==> config.mk <==
export PLATFORM = sky130hd
export DESIGN_NAME = shuffle_unit
export DESIGN_NICKNAME = d
export VERILOG_FILES = /design/src/hw/shuffle_cfg_pkg.sv /design/src/hw/shuffle_req_pkg.sv /design/src/hw/shuffle_unit.sv /design/src/hw/credit_counter.sv /design/src/hw/shuffle_stage.sv /design/src/hw/req_tracker.sv
export SDC_FILE = /design/constraint.sdc
export NUM_CORES = 1
export LEC_CHECK = 0
export BUFFER_PORTS_ARGS = -buffer_cell sky130_fd_sc_hd__buf_4
export CORE_ASPECT_RATIO = 0.8
export CORE_UTILIZATION = 49
export DETAILED_ROUTE_END_ITERATION = 7
export PLACE_DENSITY = 0.77
export SYNTH_ARGS = -nofsm -noshare
export SYNTH_HDL_FRONTEND = slang
export SYNTH_SLANG_ARGS = --single-unit
==> constraint.sdc <==
create_clock -name clk_i -period 6.9 [get_ports clk_i]
set_input_delay 0 -clock clk_i [delete_from_list [all_inputs] [get_ports clk_i]]
set_output_delay 0 -clock clk_i [all_outputs]
set_load 0.02 [all_outputs]
==> src/hw/shuffle_cfg_pkg.sv <==
////////////////////
// Geometry of the read shuffle pipeline.
// NUM_STAGES assumes CLUSTER_DATA_WIDTH is a power-of-two multiple of 8*NR_LANES.
// Element widths above 32 bits are not supported.
////////////////////

`default_nettype none

package shuffle_cfg_pkg;

  ////////////////////
  // Cluster geometry
  ////////////////////

  // Lanes in one cluster
  localparam int unsigned NR_LANES = 2;

  // Clusters fed by one beat
  localparam int unsigned NR_CLUSTERS = 4;

  // Bits delivered to one cluster per beat
  localparam int unsigned CLUSTER_DATA_WIDTH = 64;

  // Bits of one full memory beat
  localparam int unsigned TOTAL_DATA_WIDTH = NR_CLUSTERS * CLUSTER_DATA_WIDTH;

  ////////////////////
  // Shuffle levels
  ////////////////////

  // One level per doubling of the block, from 8*NR_LANES up to half a cluster
  localparam int unsigned NUM_STAGES = $clog2(CLUSTER_DATA_WIDTH / (8 * NR_LANES));

  // Block moved at level 0, doubles every level
  localparam int unsigned BASE_BLOCK = 8 * NR_LANES;

  ////////////////////
  // Vector types
  ////////////////////

  typedef logic [TOTAL_DATA_WIDTH-1:0] beat_data_t;

  // Element width code: 0 is 8 bit, 1 is 16 bit, 2 is 32 bit
  typedef logic [1:0] ew_t;

  // Beats in a burst minus one, AXI style
  typedef logic [7:0] beat_len_t;

endpackage

`default_nettype wire
==> src/hw/shuffle_req_pkg.sv <==
////////////////////
// Records exchanged between the tracker, the stages and the top level.
// Built on the geometry of shuffle_cfg_pkg.
////////////////////

`default_nettype none

package shuffle_req_pkg;

  ////////////////////
  // Read request
  ////////////////////

  // One accepted read burst
  typedef struct packed {
    // Element width the beats are shuffled for
    shuffle_cfg_pkg::ew_t       ew;
    // Burst length as issued to memory
    shuffle_cfg_pkg::beat_len_t len;
  } rd_req_t;

  ////////////////////
  // Data beat
  ////////////////////

  // One beat moving through the pipeline
  typedef struct packed {
    shuffle_cfg_pkg::beat_data_t data;
    // Marks the final beat of its request
    logic                        last;
  } beat_t;

  ////////////////////
  // Stage config
  ////////////////////

  // Bit s enables the block swap of level s
  typedef logic [shuffle_cfg_pkg::NUM_STAGES-1:0] stage_cfg_t;

endpackage

`default_nettype wire

==> src/hw/shuffle_unit.sv <==
////////////////////
// Read shuffle unit: reorders memory beats so each cluster gets its own lanes' elements.
// Requests must be accepted before their beats; output uses credits, no ready.
// Latency is NUM_STAGES cycles with credits available.
////////////////////

`timescale 1ns/1ns
`default_nettype none

module shuffle_unit #(
  parameter int unsigned NumTrackers = 4,
  parameter int unsigned CreditDepth = 4
) (
  input  logic                     clk_i,
  input  logic                     rst_ni,
  // Read requests
  input  logic                     req_valid_i,
  input  shuffle_req_pkg::rd_req_t req_i,
  output logic                     req_ready_o,
  // Beats from memory
  input  logic                     in_valid_i,
  input  shuffle_req_pkg::beat_t   in_beat_i,
  output logic                     in_ready_o,
  // Beats to the clusters
  output logic                     out_valid_o,
  output shuffle_req_pkg::beat_t   out_beat_o,
  input  logic                     credit_i
);

  localparam int unsigned NStg = shuffle_cfg_pkg::NUM_STAGES;

  // Index 0 is the memory side, index NStg the output side
  logic                   [NStg:0] chain_valid;
  logic                   [NStg:0] chain_ready;
  shuffle_req_pkg::beat_t [NStg:0] chain_beat;

  shuffle_req_pkg::stage_cfg_t [NStg-1:0] stage_cfg;
  logic                        [NStg-1:0] stage_done;

  logic credit_avail;

  ////////////////////
  // Request tracking
  ////////////////////

  req_tracker #(
    .NumTrackers (NumTrackers)
  ) i_req_tracker (
    .clk_i        (clk_i),
    .rst_ni       (rst_ni),
    .req_valid_i  (req_valid_i),
    .req_i        (req_i),
    .req_ready_o  (req_ready_o),
    .stage_done_i (stage_done),
    .stage_cfg_o  (stage_cfg)
  );

  ////////////////////
  // Stage chain
  ////////////////////

  assign chain_valid[0] = in_valid_i;
  assign chain_beat[0]  = in_beat_i;
  assign in_ready_o     = chain_ready[0];

  for (genvar s = 0; s < NStg; s++) begin : g_stage
    shuffle_stage #(
      .Level (s)
    ) i_shuffle_stage (
      .clk_i        (clk_i),
      .rst_ni       (rst_ni),
      .valid_i      (chain_valid[s]),
      .ready_o      (chain_ready[s]),
      .beat_i       (chain_beat[s]),
      .enable_i     (stage_cfg[s][s]),
      .valid_o      (chain_valid[s+1]),
      .ready_i      (chain_ready[s+1]),
      .beat_o       (chain_beat[s+1]),
      .stage_done_o (stage_done[s])
    );
  end

  ////////////////////
  // Credit output
  ////////////////////

  credit_counter #(
    .CreditDepth (CreditDepth)
  ) i_credit_counter (
    .clk_i    (clk_i),
    .rst_ni   (rst_ni),
    .credit_i (credit_i),
    .spend_i  (out_valid_o),
    .avail_o  (credit_avail)
  );

  // All clusters take the beat together, so one credit pool stands in for ready
  assign chain_ready[NStg] = credit_avail;
  assign out_valid_o       = chain_valid[NStg] & credit_avail;
  assign out_beat_o        = chain_beat[NStg];

endmodule

`default_nettype wire

==> src/hw/credit_counter.sv <==
////////////////////
// Output credits held from the consumer.
// Starts full; the consumer never returns more than it was sent.
////////////////////

`timescale 1ns/1ns
`default_nettype none

module credit_counter #(
  parameter int unsigned CreditDepth = 4
) (
  input  logic clk_i,
  input  logic rst_ni,
  input  logic credit_i,
  input  logic spend_i,
  output logic avail_o
);

  localparam int unsigned CntW = $clog2(CreditDepth + 1);

  typedef logic [CntW-1:0] credit_cnt_t;

  credit_cnt_t credit_q;

  // A returned credit counts from the next cycle on
  always_ff @(posedge clk_i or negedge rst_ni) begin
    if (!rst_ni) begin
      credit_q <= credit_cnt_t'(CreditDepth);
    end else begin
      credit_q <= credit_q + credit_cnt_t'(credit_i) - credit_cnt_t'(spend_i);
    end
  end

  assign avail_o = (credit_q != '0);

  a_credit_bound: assert property (@(posedge clk_i) disable iff (!rst_ni)
    credit_q <= credit_cnt_t'(CreditDepth));

  // Top level must only send while a credit is held
  a_no_underflow: assert property (@(posedge clk_i) disable iff (!rst_ni)
    spend_i |-> (credit_q != '0));

endmodule

`default_nettype wire

==> src/hw/shuffle_stage.sv <==
////////////////////
// One shuffle level: a one-entry valid/ready register with the block swap on its output.
// Beat width must hold a whole number of four-block groups at this level.
////////////////////

`timescale 1ns/1ns
`default_nettype none

module shuffle_stage #(
  parameter int unsigned Level = 0
) (
  input  logic                   clk_i,
  input  logic                   rst_ni,
  input  logic                   valid_i,
  output logic                   ready_o,
  input  shuffle_req_pkg::beat_t beat_i,
  input  logic                   enable_i,
  output logic                   valid_o,
  input  logic                   ready_i,
  output shuffle_req_pkg::beat_t beat_o,
  output logic                   stage_done_o
);

  localparam int unsigned Block     = shuffle_cfg_pkg::BASE_BLOCK << Level;
  localparam int unsigned NumGroups = shuffle_cfg_pkg::TOTAL_DATA_WIDTH / (4 * Block);

  logic                        valid_q;
  shuffle_req_pkg::beat_t      beat_q;
  shuffle_cfg_pkg::beat_data_t swapped;

  ////////////////////
  // Holding register
  ////////////////////

  // Takes a new beat when empty or when the held one leaves this cycle
  assign ready_o = ~valid_q | ready_i;

  always_ff @(posedge clk_i or negedge rst_ni) begin
    if (!rst_ni) begin
      valid_q <= 1'b0;
    end else if (ready_o) begin
      valid_q <= valid_i;
    end
  end

  always_ff @(posedge clk_i) begin
    if (valid_i && ready_o) begin
      beat_q <= beat_i;
    end
  end

  ////////////////////
  // Block swap
  ////////////////////

  // Middle two blocks of every group of four trade places
  always_comb begin
    swapped = beat_q.data;
    for (int g = 0; g < NumGroups; g++) begin
      swapped[(4*g+1)*Block +: Block] = beat_q.data[(4*g+2)*Block +: Block];
      swapped[(4*g+2)*Block +: Block] = beat_q.data[(4*g+1)*Block +: Block];
    end
  end

  always_comb begin
    beat_o = beat_q;
    if (enable_i) begin
      beat_o.data = swapped;
    end
  end

  assign valid_o      = valid_q;
  // Tells the tracker this level is finished with the request
  assign stage_done_o = valid_q & ready_i & beat_q.last;

  // Tracker must not switch config under a beat that is waiting
  a_enable_stable: assert property (@(posedge clk_i) disable iff (!rst_ni)
    (valid_o && !ready_i) |=> $stable(enable_i));

endmodule

`default_nettype wire

==> src/hw/req_tracker.sv <==
////////////////////
// Queue of accepted read requests, one issue pointer per shuffle stage.
// A request must be accepted before its first beat enters the pipeline.
// Entries are freed when the last beat leaves the final stage.
////////////////////

`timescale 1ns/1ns
`default_nettype none

module req_tracker #(
  parameter int unsigned NumTrackers = 4
) (
  input  logic                                                    clk_i,
  input  logic                                                    rst_ni,
  input  logic                                                    req_valid_i,
  input  shuffle_req_pkg::rd_req_t                                req_i,
  output logic                                                    req_ready_o,
  input  logic                       [shuffle_cfg_pkg::NUM_STAGES-1:0] stage_done_i,
  output shuffle_req_pkg::stage_cfg_t [shuffle_cfg_pkg::NUM_STAGES-1:0] stage_cfg_o
);

  localparam int unsigned PtrW = (NumTrackers > 1) ? $clog2(NumTrackers) : 1;
  localparam int unsigned CntW = $clog2(NumTrackers + 1);

  typedef logic [PtrW-1:0] ptr_t;
  typedef logic [CntW-1:0] cnt_t;

  shuffle_req_pkg::stage_cfg_t [NumTrackers-1:0] cfg_q;
  shuffle_req_pkg::stage_cfg_t                   new_cfg;

  ptr_t                                    accept_ptr_q;
  ptr_t [shuffle_cfg_pkg::NUM_STAGES-1:0]  issue_ptr_q;
  cnt_t                                    cnt_q;

  logic accept;
  logic retire;

  function automatic ptr_t wrap_inc(ptr_t ptr);
    return (ptr == ptr_t'(NumTrackers - 1)) ? '0 : ptr + ptr_t'(1);
  endfunction

  assign req_ready_o = (cnt_q != cnt_t'(NumTrackers));
  assign accept      = req_valid_i & req_ready_o;
  // Final stage done means the request has fully left the unit
  assign retire      = stage_done_i[shuffle_cfg_pkg::NUM_STAGES-1];

  // Level s swaps for every element narrower than its block
  always_comb begin
    new_cfg = '0;
    for (int s = 0; s < shuffle_cfg_pkg::NUM_STAGES; s++) begin
      new_cfg[s] = (int'(req_i.ew) <= s);
    end
  end

  ////////////////////
  // Queue storage
  ////////////////////

  always_ff @(posedge clk_i) begin
    if (accept) begin
      cfg_q[accept_ptr_q] <= new_cfg;
    end
  end

  ////////////////////
  // Pointers and count
  ////////////////////

  always_ff @(posedge clk_i or negedge rst_ni) begin
    if (!rst_ni) begin
      accept_ptr_q <= '0;
      issue_ptr_q  <= '0;
      cnt_q        <= '0;
    end else begin
      if (accept) begin
        accept_ptr_q <= wrap_inc(accept_ptr_q);
      end
      // Each stage moves on once the last beat of its request has passed
      for (int s = 0; s < shuffle_cfg_pkg::NUM_STAGES; s++) begin
        if (stage_done_i[s]) begin
          issue_ptr_q[s] <= wrap_inc(issue_ptr_q[s]);
        end
      end
      cnt_q <= cnt_q + cnt_t'(accept) - cnt_t'(retire);
    end
  end

  // Every stage sees the enables of the request it is working on
  for (genvar s = 0; s < shuffle_cfg_pkg::NUM_STAGES; s++) begin : g_cfg_out
    assign stage_cfg_o[s] = cfg_q[issue_ptr_q[s]];
  end

  a_cnt_bound: assert property (@(posedge clk_i) disable iff (!rst_ni)
    cnt_q <= cnt_t'(NumTrackers));

  // A beat in flight always belongs to a tracked request
  a_done_needs_entry: assert property (@(posedge clk_i) disable iff (!rst_ni)
    (cnt_q == '0) |-> (stage_done_i == '0));

endmodule

`default_nettype wire

==> results.ini <==
[pwr]
leakage_nw = 11.97
power_switching_mw = 3.793
peakVddDrop_mv = 0.2975
p_seq_share_pct = 38.9
switching_share_pct = 31.76
clkPwrFrac_pct = 22.3
power.internal_mw = 8.150
powerDensity_mw_per_mm2 = 408.2
comb_power_share_pct = 38.8

[logic_synthesis]
ys_warn_count = 0
synth_cell_type_count = 23
async_flop_share_pct = 2.612
synthesis.area_mm2 = 0.02251
synthCells = 1140
avgSynthCellArea_um2 = 19.74
yosys.area.top_type = edfxtp_1
synth_top_area_share_pct = 69.64
syn_nets = 1423
ys_seq_elements = 536
yosysSeqAreaShare_pct = 71.20
ys.flop_type = edfxtp_1
yosys-top-cells-area = edfxtp_1 (70%), mux2_4 (15%), buf_4 (8.6%)
synth_edf_count = 522

[global_route]
grt_most_used_layer = met2
grt_antenna_before_repair = 3
grt.met3_usage_pct = 6.422
grt_pass1_wl_mm = 75.31
grtUsageMet1_pct = 25.36
grt.total_usage_pct = 21.36
grtUsageMet2_pct = 37.01
grt_overflow = 0
grt_pass1_vias = 12330
grt_max_degree = 136

[layout]
layout.nets = 1986
area.growth.synth_to_final_pct = 29.97
final_cells = 2349
drive_gt1_share_pct = 49.66
final_cell_area_mm2 = 0.02925

[clock_tree]
path_clk_slew_ps = 70
post_cts_buffers = 0
hold_buffers = 266
clock_latency_ps = 580
clock-sinks = 536
htree_levels = 2
cts_buffer_depth = 3
cts_tree = yes
cts_resized = 0
cts_inserted_buffers = 51
root_buffer = clkbuf_16

[die]
initial_utilization_pct = 50.14
core.rowCount = 69
ios = 532
die_area_mm2 = 0.04680
fp.dieH_um = 193.7
die-width_um = 241.6
coreArea_mm2 = 0.04489

[drt]
vias = 11460
drc = 0
drtIter0Drc = 643
ant_nets = 0
viasPerCell = 4.879
wl_per_cell_um = 21.54
drt_first_pass_iters = 5
routed_wl_mm = 50.60

[sta]
clock.fmax_ghz = 0.2919
hold_viol_final = 0
fin_crit_sh_pct = 49.65
relSlewSlack_pct = 27.69
setup_violations = 0
fin_hold_ws_ps = 123.7
rsz0062_at_grt = no
period_needed_ps = 3426
fin_skew_ps = 19.62
finalMaxSlewViolations = 0
worst_slew_pin_slew_ps = 1085
fin_tns_setup_ps = 0

[critical_path]
worstSetupPathType = flop to output pin
cp.arrival_ps = 3430
cp_common_cell = buf_4
cp-end-kind = output pin
path_buf_inv = 2
path_cells = mux2i_1, mux2_8, buf_4, mux2_2, buf_4
required_ps = 6900
critical_path.top_delay_family = multiplexers
slowest_delay_ps = 820
crit_path_top_delay_cell = buf_4
cp_max_fo = 79
startpoint_type = flop

[min_path]
hp-class = input port to flop

[placed_design]
dp.cells = 1987
numPortBuffers = 523
postPlaceCellArea_mm2 = 0.02504
gp_congestion = 0.8093
dp_hpwl_mm = 29.96

[flow_run]
drv_cap = 0

[status]
status = completed

metrics by stage:
step | utilization, % | setup slack [ps] | power (mW)
3_5_place_dp | 55.78 | 3859 | 9.191
5_1_grt | 65.16 | 3247 | 12.39
6_report | 65.16 | 3474 | 11.94
4_1_cts | 65.15 | 3326 | 11.96
3_3_place_gp | 55.78 | 3906 | 9.085
2_1_floorplan | - | 2436 | 8.575
registers in the layout (all words and copies together), names as in the netlist:
name,flops
g_stage.i_shuffle_stage.valid_o,2
g_stage.i_shuffle_stage.beat_o,2
i_req_tracker.issue_ptr_q,4
i_req_tracker.cnt_q,3
i_credit_counter.credit_q,3
i_req_tracker.cfg_q,8
g_stage.i_shuffle_stage.beat_q,512
i_req_tracker.accept_ptr_q,2
synth_stat cells (3+ instances only):
library cell / count
mux2_4: 230
and3_1: 5
buf_4: 257
nand3_1: 3
mux2_2: 32
ha_1: 9
nor2_1: 5
edfxtp_1: 522
xnor2_1: 4
inv_1: 11
buf_6: 28
dfrtp_1: 13
nand2b_1: 3
and2_1: 3
mux2i_1: 5
final timing paths:
kind                                                                 startpoint                                                to  slack, ps  depth (start not counted)
worst max-delay path                   i_req_tracker.issue_ptr_q[3]$_DFFE_PN0P_                                   out_beat_o[187]       3470                          5
worst min-delay path                                               in_beat_i[8]    g_stage[0].i_shuffle_stage.beat_q[8]$_DFFE_PP_        120                          2
worst max register to register         i_req_tracker.issue_ptr_q[1]$_DFFE_PN0P_  g_stage[1].i_shuffle_stage.beat_q[148]$_DFFE_PN_       3940                          4
worst min register to register  g_stage[0].i_shuffle_stage.beat_q[74]$_DFFE_PP_   g_stage[1].i_shuffle_stage.beat_q[74]$_DFFE_PN_        420                          0
max in group asynchronous                                                rst_ni          i_req_tracker.issue_ptr_q[2]$_DFFE_PN0P_       5370                          4
min in group asynchronous                                                rst_ni            i_credit_counter.credit_q[2]$_DFF_PN1_        440                          3
cells by family (layout without fill, tap and decap cells):
group                    Yosys count  count (layout)  synth area share, %
AO/OA/AOI/OAI                      2               2              0.04447
XOR/XNOR                           4               4               0.1556
adder cells (fa/ha/maj)           11              11               0.6782
buffers and inverters            297             901                10.17
flip-flops                       536             536                71.20
multiplexers                     267             267                17.17
other                              0               2                    0
AND/OR/NAND/NOR                   23              23               0.5781
cell type report:
class                   instances  area [um^2]
clock buffers                  59         1306
diodes                          2        5.005
repair buffers                796         6654
flip-flops and latches        536        16030
fillers                      2836        15640
well taps                     603        754.5
multi-input cells             307         4227
inverters                      11        41.29
clock inverters                35        240.2
power groups by stage:
stage | combinational (mW) | clock [mW] | sequential [mW]
CTS | 4.64 | 2.69 | 4.63
detailed placement | 4.50 | 0 | 4.69
global placement | 4.44 | 0 | 4.65
finish | 4.63 | 2.66 | 4.64
floorplan | 3.93 | 0 | 4.64
global route | 4.85 | 2.84 | 4.71
cell usage in the layout, fill, tap and decap left out, types with 9 or more instances in the layout:
| cell | n |
|---|---|
| dfrtp_1 | 13 |
| buf_4 | 529 |
| edfxtp_1 | 522 |
| inv_1 | 11 |
| mux2_2 | 30 |
| clkinv_2 | 11 |
| ha_1 | 9 |
| clkbuf_16 | 51 |
| mux2_4 | 230 |
| clkinv_1 | 16 |
| dlygate4sd3_1 | 266 |
routing by layer:
| metal | part of all wire, % | vias up | routed length [um] |
|---|---|---|---|
| li1 | - | 5122 | - |
| met1 | 38 | 5733 | 19270 |
| met2 | 51 | 511 | 25580 |
| met3 | 8.4 | 93 | 4271 |
| met4 | 2.9 | 2 | 1455 |
| met5 | 0.028 | - | 14 |
Power figures use the tool's default switching activity.
